**config.mk**
```make
export PLATFORM = sky130hd
export DESIGN_NAME = branchUnit
export DESIGN_NICKNAME = d
export VERILOG_FILES = /design/src/verilog/jumpPkg.sv /design/src/verilog/jumpDecoder.sv /design/src/verilog/branchLane.sv /design/src/verilog/stackArbiter.sv /design/src/verilog/returnStack.sv /design/src/verilog/branchUnit.sv
export SDC_FILE = /design/constraint.sdc
export NUM_CORES = 1
export LEC_CHECK = 0
export BUFFER_PORTS_ARGS = -buffer_cell sky130_fd_sc_hd__clkbuf_2
export CORE_MARGIN = 1.5
export CORE_UTILIZATION = 64
export CTS_CLUSTER_SIZE = 16
export DETAILED_ROUTE_END_ITERATION = 6
export PLACE_DENSITY = 0.86
export SKIP_CTS_REPAIR_TIMING = 1
export SLEW_MARGIN = 0
export SYNTH_ARGS = -nofsm -noshare
export SYNTH_HDL_FRONTEND = slang
export SYNTH_SLANG_ARGS = --single-unit
```
**constraint.sdc**
```tcl
create_clock -name clk -period 14.7 [get_ports clk]
set_input_delay 2.94 -clock clk [delete_from_list [all_inputs] [get_ports clk]]
set_output_delay 2.94 -clock clk [all_outputs]
set_load 0.05 [all_outputs]
```
**src/verilog/jumpPkg.sv**
```systemverilog
// Branch decode shared types
package jumpPkg;

  localparam int instrWidth = 80;
  localparam int ipWidth = 48;
  localparam int stackDepth = 8;
  localparam int laneCount = 2;

  // Stack pointer width.
  localparam int ptrWidth = $clog2(stackDepth);

  typedef enum logic [2:0] {
    notJump,
    condJump,
    uncondJump,
    indirJump,
    callJump,
    retJump
  } jumpKindE;

  // One lane of the fetch bundle.
  typedef struct packed {
    logic                  valid;
    logic [instrWidth-1:0] instr;
    logic [3:0]            magic;
    logic [ipWidth-1:0]    pc;
  } fetchSlotS;

  typedef struct packed {
    jumpKindE           kind;
    logic [3:0]         cond;
    logic [ipWidth-1:0] offset;
    logic [3:0]         length;
  } jumpInfoS;

  typedef struct packed {
    logic               valid;
    jumpKindE           kind;
    logic [3:0]         cond;
    logic [ipWidth-1:0] target;
    logic               stackMiss;
  } redirectS;

  // Request toward the return stack.
  typedef struct packed {
    logic               push;
    logic               pop;
    logic [ipWidth-1:0] addr;
  } stackReqS;

endpackage

```
**src/verilog/jumpDecoder.sv**
```systemverilog
// Jump instruction decoder
`timescale 1ns/1ns

module jumpDecoder import jumpPkg::*; (
  input  fetchSlotS slot,
  output jumpInfoS  info
);

  logic [7:0] opcode;
  logic [2:0] subOp;
  logic [3:0] magic;
  logic [instrWidth-1:0] instr;

  logic isShort;
  logic isBasicCond;
  logic isLongCond;
  logic isUncond;
  logic isIndir;
  logic isCall;
  logic isRet;

  // Common wide offset field.
  logic [ipWidth-1:0] wideOffset;

  assign instr = slot.instr;
  assign magic = slot.magic;
  assign opcode = instr[7:0];
  assign subOp = instr[15:13];

  assign isShort = (opcode[5:2] == 4'b1100) & ~magic[0];
  assign isBasicCond = (opcode[7:4] == 4'b1010) & magic[0];
  assign isLongCond = (opcode == 8'd180) & magic[0];
  assign isUncond = (opcode == 8'd181) & magic[0];
  assign isIndir = (opcode == 8'd182) & (subOp == 3'd0) & magic[0];
  assign isCall = (opcode == 8'd182) & ((subOp == 3'd1) | (subOp == 3'd2)) & magic[0];
  assign isRet = (opcode == 8'd182) & (subOp == 3'd3) & magic[0];

  assign wideOffset = {{16{instr[47]}}, instr[47:17], 1'b0};

  // Byte length from the magic tag.
  always_comb begin
    if (!magic[0]) begin
      info.length = 4'd2;
    end else if (magic[1:0] == 2'b01) begin
      info.length = 4'd4;
    end else if (magic[2:0] == 3'b011) begin
      info.length = 4'd6;
    end else begin
      info.length = 4'd8;
    end
  end

  always_comb begin
    info.kind = notJump;
    info.cond = 4'd0;
    info.offset = '0;
    if (isShort) begin
      info.cond = {instr[7:6], instr[1:0]};
      info.offset = {{39{instr[15]}}, instr[15:8], 1'b0};
      // Never-taken encoding reused as always taken.
      if ({instr[7:6], instr[1:0]} == 4'hf) begin
        info.kind = uncondJump;
        info.cond = 4'd0;
      end else begin
        info.kind = condJump;
      end
    end else if (isBasicCond) begin
      info.kind = condJump;
      info.cond = {(magic[1:0] == 2'b01) ? instr[18] : instr[32], opcode[3:1]};
      if (magic[1:0] == 2'b01) begin
        info.offset = {{34{instr[31]}}, instr[31:19], 1'b0};
      end else if (magic[2:0] == 3'b011) begin
        info.offset = {{32{instr[47]}}, instr[47:33], 1'b0};
      end else if (magic[2:0] == 3'b111) begin
        info.offset = {{16{instr[63]}}, instr[63:33], 1'b0};
      end
    end else if (isLongCond) begin
      info.kind = condJump;
      info.cond = instr[11:8];
      if (magic[1:0] == 2'b01) begin
        info.offset = {{27{instr[31]}}, instr[31:12], 1'b0};
      end else begin
        info.offset = wideOffset;
      end
    end else if (isUncond) begin
      info.kind = uncondJump;
      if (magic[1:0] == 2'b01) begin
        info.offset = {{23{instr[31]}}, instr[31:8], 1'b0};
      end else begin
        info.offset = wideOffset;
      end
    end else if (isIndir) begin
      // Target comes from a register, offset stays zero.
      info.kind = indirJump;
    end else if (isCall) begin
      info.kind = callJump;
      if (magic[1:0] == 2'b01) begin
        info.offset = {{31{instr[31]}}, instr[31:16], 1'b0};
      end else begin
        info.offset = wideOffset;
      end
    end else if (isRet) begin
      info.kind = retJump;
    end
  end

endmodule

```
**src/verilog/branchLane.sv**
```systemverilog
// Branch lane register stage
`timescale 1ns/1ns

module branchLane import jumpPkg::*; (
  input  logic               clk,
  input  logic               rstN,
  input  fetchSlotS          slot,
  input  logic               stall,
  input  logic               grant,
  input  logic [ipWidth-1:0] popAddr,
  input  logic               popEmpty,
  output stackReqS           req,
  output redirectS           redirect
);

  jumpInfoS decInfo;
  jumpInfoS infoQ;
  logic [ipWidth-1:0] pcQ;
  logic pendQ;

  logic accept;
  logic usesStack;
  logic done;

  jumpDecoder decoder_inst (
    .slot (slot),
    .info (decInfo)
  );

  assign accept = slot.valid & ~stall;
  assign usesStack = (infoQ.kind == callJump) | (infoQ.kind == retJump);
  assign done = pendQ & (~usesStack | grant);

  // Stack request stays up until granted.
  assign req.push = pendQ & (infoQ.kind == callJump);
  assign req.pop = pendQ & (infoQ.kind == retJump);
  assign req.addr = pcQ + ipWidth'(infoQ.length);

  always_ff @(posedge clk) begin
    if (!rstN) begin
      pendQ <= 1'b0;
    end else if (accept) begin
      pendQ <= (decInfo.kind != notJump);
    end else if (done) begin
      pendQ <= 1'b0;
    end
  end

  always_ff @(posedge clk) begin
    if (accept) begin
      infoQ <= decInfo;
      pcQ <= slot.pc;
    end
  end

  always_comb begin
    redirect.valid = done;
    redirect.kind = infoQ.kind;
    redirect.cond = infoQ.cond;
    redirect.target = pcQ + infoQ.offset;
    redirect.stackMiss = 1'b0;
    if (infoQ.kind == retJump) begin
      // Empty stack gives a zero target.
      redirect.target = popEmpty ? '0 : popAddr;
      redirect.stackMiss = popEmpty;
    end
  end

  // A waiting item is not overwritten before its grant.
  waitKeepsItem: assert property (@(posedge clk) disable iff (!rstN)
    (pendQ && usesStack && !grant) |=> (pendQ && usesStack));

endmodule

```
**src/verilog/stackArbiter.sv**
```systemverilog
// Return stack arbiter
`timescale 1ns/1ns

module stackArbiter import jumpPkg::*; (
  input  stackReqS           req0,
  input  stackReqS           req1,
  input  logic [ipWidth-1:0] top,
  input  logic               empty,
  output logic               grant0,
  output logic               grant1,
  output stackReqS           stackReq,
  output logic [ipWidth-1:0] popAddr,
  output logic               popEmpty,
  output logic               wait1
);

  logic want1;

  // Lane 0 holds the older instruction and always wins.
  assign grant0 = req0.push | req0.pop;
  assign want1 = req1.push | req1.pop;
  assign grant1 = want1 & ~grant0;
  assign wait1 = want1 & grant0;

  always_comb begin
    if (grant0) begin
      stackReq = req0;
    end else if (grant1) begin
      stackReq = req1;
    end else begin
      stackReq = '0;
    end
  end

  // Top entry read at grant time.
  assign popAddr = top;
  assign popEmpty = empty;

endmodule

```
**src/verilog/returnStack.sv**
```systemverilog
// Circular return address stack
`timescale 1ns/1ns

module returnStack import jumpPkg::*; (
  input  logic               clk,
  input  logic               rstN,
  input  stackReqS           req,
  output logic [ipWidth-1:0] top,
  output logic               empty
);

  logic [ipWidth-1:0] mem [stackDepth];
  // Pointer to the next free entry.
  logic [ptrWidth-1:0] ptrQ;
  logic [ptrWidth:0] countQ;
  logic [ptrWidth-1:0] topIdx;
  logic full;

  assign topIdx = ptrQ - ptrWidth'(1);
  assign top = mem[topIdx];
  assign empty = (countQ == '0);
  assign full = (countQ == (ptrWidth + 1)'(stackDepth));

  always_ff @(posedge clk) begin
    if (!rstN) begin
      ptrQ <= '0;
      countQ <= '0;
    end else if (req.push) begin
      // Full stack wraps over the oldest entry.
      ptrQ <= ptrQ + ptrWidth'(1);
      if (!full) begin
        countQ <= countQ + 1'b1;
      end
    end else if (req.pop && !empty) begin
      ptrQ <= topIdx;
      countQ <= countQ - 1'b1;
    end
  end

  always_ff @(posedge clk) begin
    if (req.push) begin
      mem[ptrQ] <= req.addr;
    end
  end

  // A pushed address becomes the new top entry.
  pushedOnTop: assert property (@(posedge clk) disable iff (!rstN)
    req.push |=> (top == $past(req.addr)));

endmodule

```
**src/verilog/branchUnit.sv**
```systemverilog
// Branch unit top level
`timescale 1ns/1ns

module branchUnit import jumpPkg::*; (
  input  logic                            clk,
  input  logic                            rstN,
  input  fetchSlotS [laneCount-1:0]       slotIn,
  output redirectS  [laneCount-1:0]       redirectOut,
  output logic                            hold
);

  stackReqS [laneCount-1:0] laneReq;
  logic [laneCount-1:0] laneGrant;
  stackReqS stackReq;
  logic [ipWidth-1:0] stackTop;
  logic stackEmpty;
  logic [ipWidth-1:0] popAddr;
  logic popEmpty;

  for (genvar i = 0; i < laneCount; i++) begin : gLane
    branchLane branchLane_inst (
      .clk      (clk),
      .rstN     (rstN),
      .slot     (slotIn[i]),
      .stall    (hold),
      .grant    (laneGrant[i]),
      .popAddr  (popAddr),
      .popEmpty (popEmpty),
      .req      (laneReq[i]),
      .redirect (redirectOut[i])
    );
  end

  // Lane 1 stalls the whole bundle while it waits.
  stackArbiter stackArbiter_inst (
    .req0     (laneReq[0]),
    .req1     (laneReq[1]),
    .top      (stackTop),
    .empty    (stackEmpty),
    .grant0   (laneGrant[0]),
    .grant1   (laneGrant[1]),
    .stackReq (stackReq),
    .popAddr  (popAddr),
    .popEmpty (popEmpty),
    .wait1    (hold)
  );

  returnStack returnStack_inst (
    .clk   (clk),
    .rstN  (rstN),
    .req   (stackReq),
    .top   (stackTop),
    .empty (stackEmpty)
  );

endmodule

```
## Word level (Yosys, flattened, before mapping)

Memory sizes are Yosys's and may differ from the RTL's.
Cells that the tools add are included.
W data, S select, Z words.

- Add/sub/neg operators: 8
- Multiply operators: 0
- Divide/modulo/power cells: 0
- Magnitude comparators: 0
- Equality and inequality tests: 30
- Shifts and indexed selects: 0
- Mux-type cells: 62
- Bitwise gates (word level): 44
- Reductions and logical operators: 13

Operators with widths:

| cell | number |
|---|---|
| $mux W48 | 21 |
| $mux W55 | 4 |
| $mux W50 | 2 |
| $mux W49 | 2 |
| $add A48 B4 Y48 | 2 |
| $add A48 B48 Y48 | 2 |
| $eq A8 B8 Y1 const B | 6 |
| $mux W3 | 14 |
| $mux W4 | 9 |
| $and A1 B1 Y1 | 30 |
| $eq A4 B4 Y1 const B | 7 |
| $eq A3 B2 Y1 const B | 6 |
| $eq A3 B3 Y1 const B | 6 |
| $mux W1 | 8 |
| $or A1 B1 Y1 | 8 |
| $eq A3 B1 Y1 const B | 2 |
| $logic_not A3 Y1 | 2 |
| $not A1 Y1 | 6 |
| $reduce_bool A2 Y1 | 3 |
| $reduce_bool A3 Y1 | 2 |
| $add A4 B1 Y4 const B | 1 |
| $eq A2 B1 Y1 const B | 2 |
| $logic_not A4 Y1 | 1 |
| $mux W2 | 2 |
| 8 further kinds | 9 |

- Register bits: 223
- Latch bits: 0
- Memory bits (writable): 384
- Bits in read-only memories: 0
- Input port bits: 268
- Output and inout port bits: 115
- Word-level logic and storage cells: 176
- Memories: 1

Memories:

| name | words | bits a word | rd ports | clocked after memory_dff | wr ports | line | RTL |
|---|---|---|---|---|---|---|---|
| returnStack_inst.mem | 8 | 48 | 1 | 0 | 1 | returnStack.sv:12 | `logic [ipWidth-1:0] mem [stackDepth];` |

## Logic depth before layout (Yosys ltp)

Gate-level depths: netlist (run 1).

- Depth in word-level cells: 12
- Depth in mapped cells: 14
- Mapped depth without buffers: 12

## By module

A second synthesis (run 1) with hierarchy kept.

- Cell total of the unflattened synthesis: 3007
- Area, all modules: 35557.9 µm²

Modules (own cells, without submodules):

| module | instances | cells an instance | area an instance (µm²) | sequential area each (µm²) |
|---|---|---|---|---|
| returnStack | 1 | 627 | 14971.9 | 11671.2 |
| branchLane (gLane[1].branchLane_inst) | 1 | 796 | 7684.9 | 3233.1 |
| branchLane (gLane[0].branchLane_inst) | 1 | 743 | 7468.4 | 3233.1 |
| jumpDecoder (gLane[1].branchLane_inst.decoder_inst) | 1 | 298 | 2123.3 | 0.0 |
| jumpDecoder (gLane[0].branchLane_inst.decoder_inst) | 1 | 316 | 1990.7 | 0.0 |
| stackArbiter | 1 | 227 | 1318.8 | 0.0 |

## Least setup slack after synthesis (run 1)

Ideal clock, no wire load.

- Kind: input -> register
- Start: in slotIn[132] in the netlist's numbering
- End: reg gLane[0].branchLane_inst.infoQ[10] in the netlist's numbering (enable)
- Setup time: 0.547 ns
- Arrival: 6.853 ns
- Required time: 14.153 ns
- Slack: 7.300 ns
- Stages: 1
- Buffers on the path: 0
- Cell sequence: nor2b_1

- Longest elaborated chain between the ends: 1

Ends and longest elaborated chain:

| what | line | RTL |
|---|---|---|
| from (decl) | branchUnit.sv:7 | `input fetchSlotS [laneCount-1:0] slotIn,` |
| $and A1 B1 Y1 | branchLane.sv:30 | `assign accept = slot.valid & ~stall;` |
| to (signal assigned) | branchLane.sv:51 | `infoQ <= decInfo;` |
| to (decl) | branchLane.sv:17 | `jumpInfoS infoQ;` |

Every way passes these cells.
A chain may end at the register's enable or synchronous reset.

==> results of run 1 <==
[metal layers]
metal,GRT usage,wire [µm],vias to the layer above
met4,0.254,7980,2
met2,0.652,48800,2264
met1,0.546,37800,12500
met5,0,11,-
met3,0.0950,13700,458
li1,-,-,11163
[layout make-up]
cell class                 count  area [µm²]  area share
timing repair buffer         385        2020      0.0558
clock buffer                  67        1510      0.0416
tap                          664         831      0.0229
sequential                   571       17100       0.471
clock inverter                39         434      0.0120
multi-input combinational   1986       14100       0.389
inverter                      68         255     0.00705
[cell families (layout without fill, tap and decap cells)]
group	after synthesis	count (layout)	synth area share
flip-flops	571	571	0.533
XOR/XNOR	171	171	0.0468
adder cells (fa/ha/maj)	107	107	0.0430
multiplexers	157	157	0.0872
buffers and inverters	227	559	0.0294
AND/OR/NAND/NOR	789	789	0.113
AO/OA/AOI/OAI	762	762	0.147
[final timing paths]
check / to / start / slack (ns)
worst max-delay path: redirectOut[27] / returnStack_inst.ptrQ[0] / 6.57
worst min register to register: returnStack_inst.countQ[3] / returnStack_inst.countQ[3] / 0.55
worst min-delay path: returnStack_inst.countQ[3] / returnStack_inst.countQ[3] / 0.55
worst max register to register: returnStack_inst.mem[4][42] / gLane[0].branchLane_inst.pcQ[2] / 10.16
[metrics by stage]
stage                     power (mW)  area, µm²   util
after CTS                       4.31      36200  0.737
final                           4.34      36200  0.737
after floorplan                 2.54      32000      -
after detailed placement        2.82      34300  0.697
after global placement          2.81      34300  0.697
after global routing            4.44      36200  0.737
[state kept, by name, indices dropped and copies added (netlist names)]
register                        count
returnStack_inst.ptrQ               3
gLane.branchLane_inst.pendQ         2
returnStack_inst.mem              384
gLane.branchLane_inst.pcQ          96
gLane.branchLane_inst.infoQ        68
returnStack_inst.countQ             4
gLane.branchLane_inst.redirect     14
[worst max-delay path, cell delays in order (launching register included)]
cell	delay (ns)
dfxtp_4	0.74
inv_1	0.20
ha_4	0.76
buf_4	0.77
mux4_2	0.36
nand2_1	0.07
a21oi_1	0.34
nor2_1	0.11
nor3b_1	0.66
clkbuf_2	0.40
[placed cells by master (no fill, tap or decap), types with 35 or more instances in the layout]
cell type,n
a21o_1,63
a21oi_1,286
buf_4,37
clkbuf_16,59
clkbuf_2,348
edfxtp_1,562
ha_1,101
inv_1,68
mux2i_1,50
mux4_2,96
nand2_1,298
nand3_1,59
nand4_1,35
nor2_1,207
o21ai_0,158
o22ai_1,55
xnor2_1,81
xor2_1,88
[power by group]
group / total, mW / switching (mW) / internal (mW)
Clock: 1.51 / 0.666 / 0.848
Sequential: 1.86 / 0.0461 / 1.81
Combinational: 0.964 / 0.691 / 0.273
==> results.json, run 1 <==
{
  "antenna_found_initial": 3,
  "finalNonFillerCells": 3780,
  "maxCapViolCount": 0,
  "ys.flop_type": "edfxtp_1",
  "drt-initial-drc-count": 4036,
  "syn_inst": 2784,
  "firstDrtPassIters": 6,
  "path_class": "flop to output pin",
  "place_ws_ns": 7.45,
  "cts_root_buf": "clkbuf_16",
  "crit_path_max_fanout": 55,
  "max_clock_freq_mhz": 123,
  "grt_pass1_vias": 25158,
  "worstPathRequired_ns": 11.76,
  "finalCritPeriodShare": 0.553,
  "rows": 81,
  "drt_wl_total_um": 108000,
  "avgRoutedWirePerCell_um": 28.6,
  "ant_nets": 0,
  "drive_gt1_frac": 0.198,
  "cts_htree_levels": 2,
  "ys_seq_area_frac": 0.533,
  "min_path_cells": 2,
  "syn_avg_cell_area_um2": 11.5,
  "insertion_delay_ns": 0.66,
  "synth_common_cells": "edfxtp_1, nand2_1, a21oi_1",
  "peakVddDrop_mv": 0.113,
  "cts.sinks": 571,
  "cts_buffers": 59,
  "synth-seq-cells": 571,
  "hpwl_um": 76000,
  "synth_warnings": 0,
  "grt_pass1_wl_um": 157000,
  "setup_viol": 0,
  "tightestPinTransition_ns": 1.45,
  "area_growth_syn_to_layout_pct": 13.3,
  "status": "finished clean",
  "vias": 26387,
  "slew_viol_final": 0,
  "min_path_type": "flop to flop",
  "yosysTopAreaCell": "edfxtp_1",
  "clk_pin_slew_ns": 0.06,
  "synth.most_common_cell": "edfxtp_1",
  "synth_cell_types": 82,
  "min_period_ns": 8.13,
  "drc_errors": 0,
  "rsz0062_at_grt": "no",
  "synth_top_area_share": 0.528,
  "cp-start-kind": "flop",
  "die_w_um": 227,
  "gr-total-overflow": 0,
  "fillers": 3187,
  "routabilityCongestion": 0.998,
  "antenna_cells": 0,
  "skew_ns": 0.0348,
  "avgViaCountPerCell": 6.98,
  "nets": 3446,
  "synth_area_mm2": 0.0320,
  "holdWs_ns": 0.549,
  "dp.cells": 3674,
  "port_buffers": 348,
  "clock_path_buffers": 3,
  "crit_path_end_kind": "output pin",
  "core_area_mm2": 0.0492,
  "grt_usage": 0.421,
  "hold_viol_final": 0,
  "ys_async_sr_fraction": 0,
  "arrival_ns": 5.19,
  "reg2regPathDepth": 10,
  "powerDensity_mw_per_mm2": 120,
  "cts_tree": "yes",
  "grt_max_degree": 80,
  "io_pins": 383,
  "maxSlewHeadroom": 0.0262,
  "syn-num-nets": 3159,
  "synth_edf_count": 562,
  "synth.area.top_cells": "edfxtp_1, mux4_2, a21oi_1",
  "p_leak_nw": 13.7,
  "start_util": 0.650,
  "setup-tns-final_ns": 0,
  "dieHeight_um": 227,
  "worst_slack_ns": 6.57,
  "die-area_mm2": 0.0513
}
Power figures use the tool's default switching activity.
==> run 2, diff against run 1 <==
Settings changed: CORE_UTILIZATION 64 to 54, PLACE_DENSITY 0.86 to 0.77.
Clock period 14.7 ns to 6.9 ns, I/O delays scaled along.
==> results.json, run 2 (synthesis results as in run 1) <==
{
  "clk_pin_slew_ns": 0.06,
  "min_path_cells": 2,
  "cp.depth": 11,
  "skew_ns": 0.0230,
  "cts_buffers": 59,
  "status": "finished clean",
  "grt_max_degree": 100,
  "critPathTopFamily": "compound AO/OA/AOI/OAI gates",
  "crit_path_max_fanout": 6,
  "antenna_found_initial": 1,
  "tightestPinTransition_ns": 1.13,
  "cpMaxStageDelayCell": "a2111oi_2",
  "cts.sinks": 571,
  "combPwrFrac": 0.223,
  "drive_gt1_frac": 0.199,
  "internal-power_mw": 6.25,
  "ff2ff_setup_slack_ns": 2.17,
  "arrival_ns": 4.68,
  "firstDrtPassIters": 6,
  "place_area_mm2": 0.0344,
  "min_path_type": "flop to flop",
  "cp_num_buf_inv": 1,
  "holdWs_ns": 0.574,
  "cts_htree_levels": 2,
  "vias": 25309,
  "slew_viol_final": 0,
  "critPathMaxStageDelay_ns": 0.81,
  "rsz0062_at_grt": "no",
  "final_cell_mix": "edfxtp_1, clkbuf_2, nand2_1",
  "setup_viol": 0,
  "setup-tns-final_ns": 0,
  "maxCapViolCount": 0,
  "drt-initial-drc-count": 3101,
  "worstPathRequired_ns": 5.52,
  "rows": 89,
  "grt_pass1_wl_um": 153000,
  "avgRoutedWirePerCell_um": 27.0,
  "start_util": 0.544,
  "die-area_mm2": 0.0607,
  "min-delay-start": "returnStack_inst.countQ[3]",
  "powerDensity_mw_per_mm2": 253,
  "peakVddDrop_mv": 0.261,
  "min_period_ns": 6.06,
  "total_power_mw": 9.20,
  "avgViaCountPerCell": 6.51,
  "cts_root_buf": "clkbuf_16",
  "maxSlewHeadroom": 0.244,
  "cp-start-kind": "flop",
  "max_clock_freq_mhz": 165,
  "dp.cells": 3782,
  "reg_top3": "returnStack_inst.mem: 384 flops, gLane.branchLane_inst.pcQ: 96 flops, gLane.branchLane_inst.infoQ: 68 flops",
  "area_growth_syn_to_layout_pct": 13.7,
  "dieHeight_um": 246,
  "io_pins": 383,
  "finalCritPeriodShare": 0.878,
  "hold_viol_final": 0,
  "reg2regPathDepth": 7,
  "drt_wl_total_um": 105000,
  "finalNonFillerCells": 3890,
  "insertion_delay_ns": 0.65,
  "regMostFlops": "returnStack_inst.mem",
  "clock_path_buffers": 3,
  "gr-total-overflow": 0,
  "timing.critical_path.mode_cell": "a211oi_1",
  "r2r_end": "returnStack_inst.mem[5][44]",
  "seq_power_share": 0.430,
  "routabilityCongestion": 0.986,
  "final_common_cell": "edfxtp_1",
  "grt_usage": 0.343,
  "p_switching_mw": 2.95,
  "clkPwrFrac": 0.347,
  "fin_area_mm2": 0.0363,
  "ant_nets": 0,
  "p_leak_nw": 13.7,
  "die_w_um": 246,
  "drc_errors": 0,
  "path_class": "flop to output pin",
  "hpwl_um": 76600,
  "swShare": 0.321,
  "crit_chain": "ha_1 > a211oi_1 > o21ai_0 > a31oi_1 > o21ai_1 > o211ai_1 > a211oi_1 > a2111oi_2 > mux2i_1 > nor3_1 > clkbuf_2",
  "cts_tree": "yes",
  "grt_pass1_vias": 24365,
  "r2r-start": "gLane[1].branchLane_inst.redirect[54]",
  "nets": 3445,
  "fillers": 4580,
  "crit_path_end_kind": "output pin",
  "core_area_mm2": 0.0588,
  "hold_end": "returnStack_inst.countQ[3]",
  "largest_register_ffs": 384,
  "port_buffers": 348
}
run 2: cell types whose count changed in the layout (fill, tap and decap cells not counted), sizes merged:
cell,change
clkinv,-8
clkinvlp,+6
inv,+2
buf,-1
clkbuf,+1
diode,+1
run 2: worst max path at each step:
stage	from	end	slack, ns
after floorplan	slotIn[132]	gLane[0].branchLane_inst.infoQ[10]	1.06
after global placement	gLane[1].branchLane_inst.pcQ[1]	redirectOut[97]	1.64
after detailed placement	gLane[1].branchLane_inst.pcQ[7]	redirectOut[102]	1.60
after CTS	gLane[1].branchLane_inst.pcQ[7]	redirectOut[102]	0.90
after global routing	gLane[1].branchLane_inst.pcQ[7]	redirectOut[102]	0.54
final	gLane[1].branchLane_inst.pcQ[7]	redirectOut[102]	0.84
run 2: cell type report:
cell class	count	area (µm²)	area share
inverter	68	255	0.00702
timing repair buffer	384	2040	0.0560
sequential	571	17100	0.469
tap	773	967	0.0266
clock inverter	39	403	0.0111
antenna	1	2.50	0.0000688
multi-input combinational	1986	14100	0.388
clock buffer	68	1510	0.0415
run 2: per-layer routing:
metal  vias to the layer above  GRT usage  routed length [µm]
li1                      11173          -                   -
met1                     12238      0.462               40200
met2                      1622      0.554               49400
met3                       274     0.0519               10200
met4                         2      0.150                5290
met5                         -          0                  12
run 2: worst reg2reg max path, stage by stage, from the launching register on:
cell      delay [ns]
edfxtp_1        0.39
nor2b_1         0.85
nand3_1         0.17
buf_4           0.34
o22ai_1         0.74
nand2_1         0.44
nor2_4          0.82
buf_4           0.61
run 2: power groups by stage:
stage               combinational (mW)  clock, mW  sequential (mW)
floorplan                         1.41          0             3.99
global placement                  1.99          0             4.02
detailed placement                2.01          0             4.02
CTS                               2.02       3.22             3.95
global route                      2.15       3.34             3.96
finish                            2.05       3.20             3.95
run 2: through the flow:
step,setup WS [ns],utilization
2_1_floorplan,1.06,-
3_3_place_gp,1.64,0.586
3_5_place_dp,1.60,0.586
4_1_cts,0.899,0.618
5_1_grt,0.542,0.618
6_report,0.840,0.618
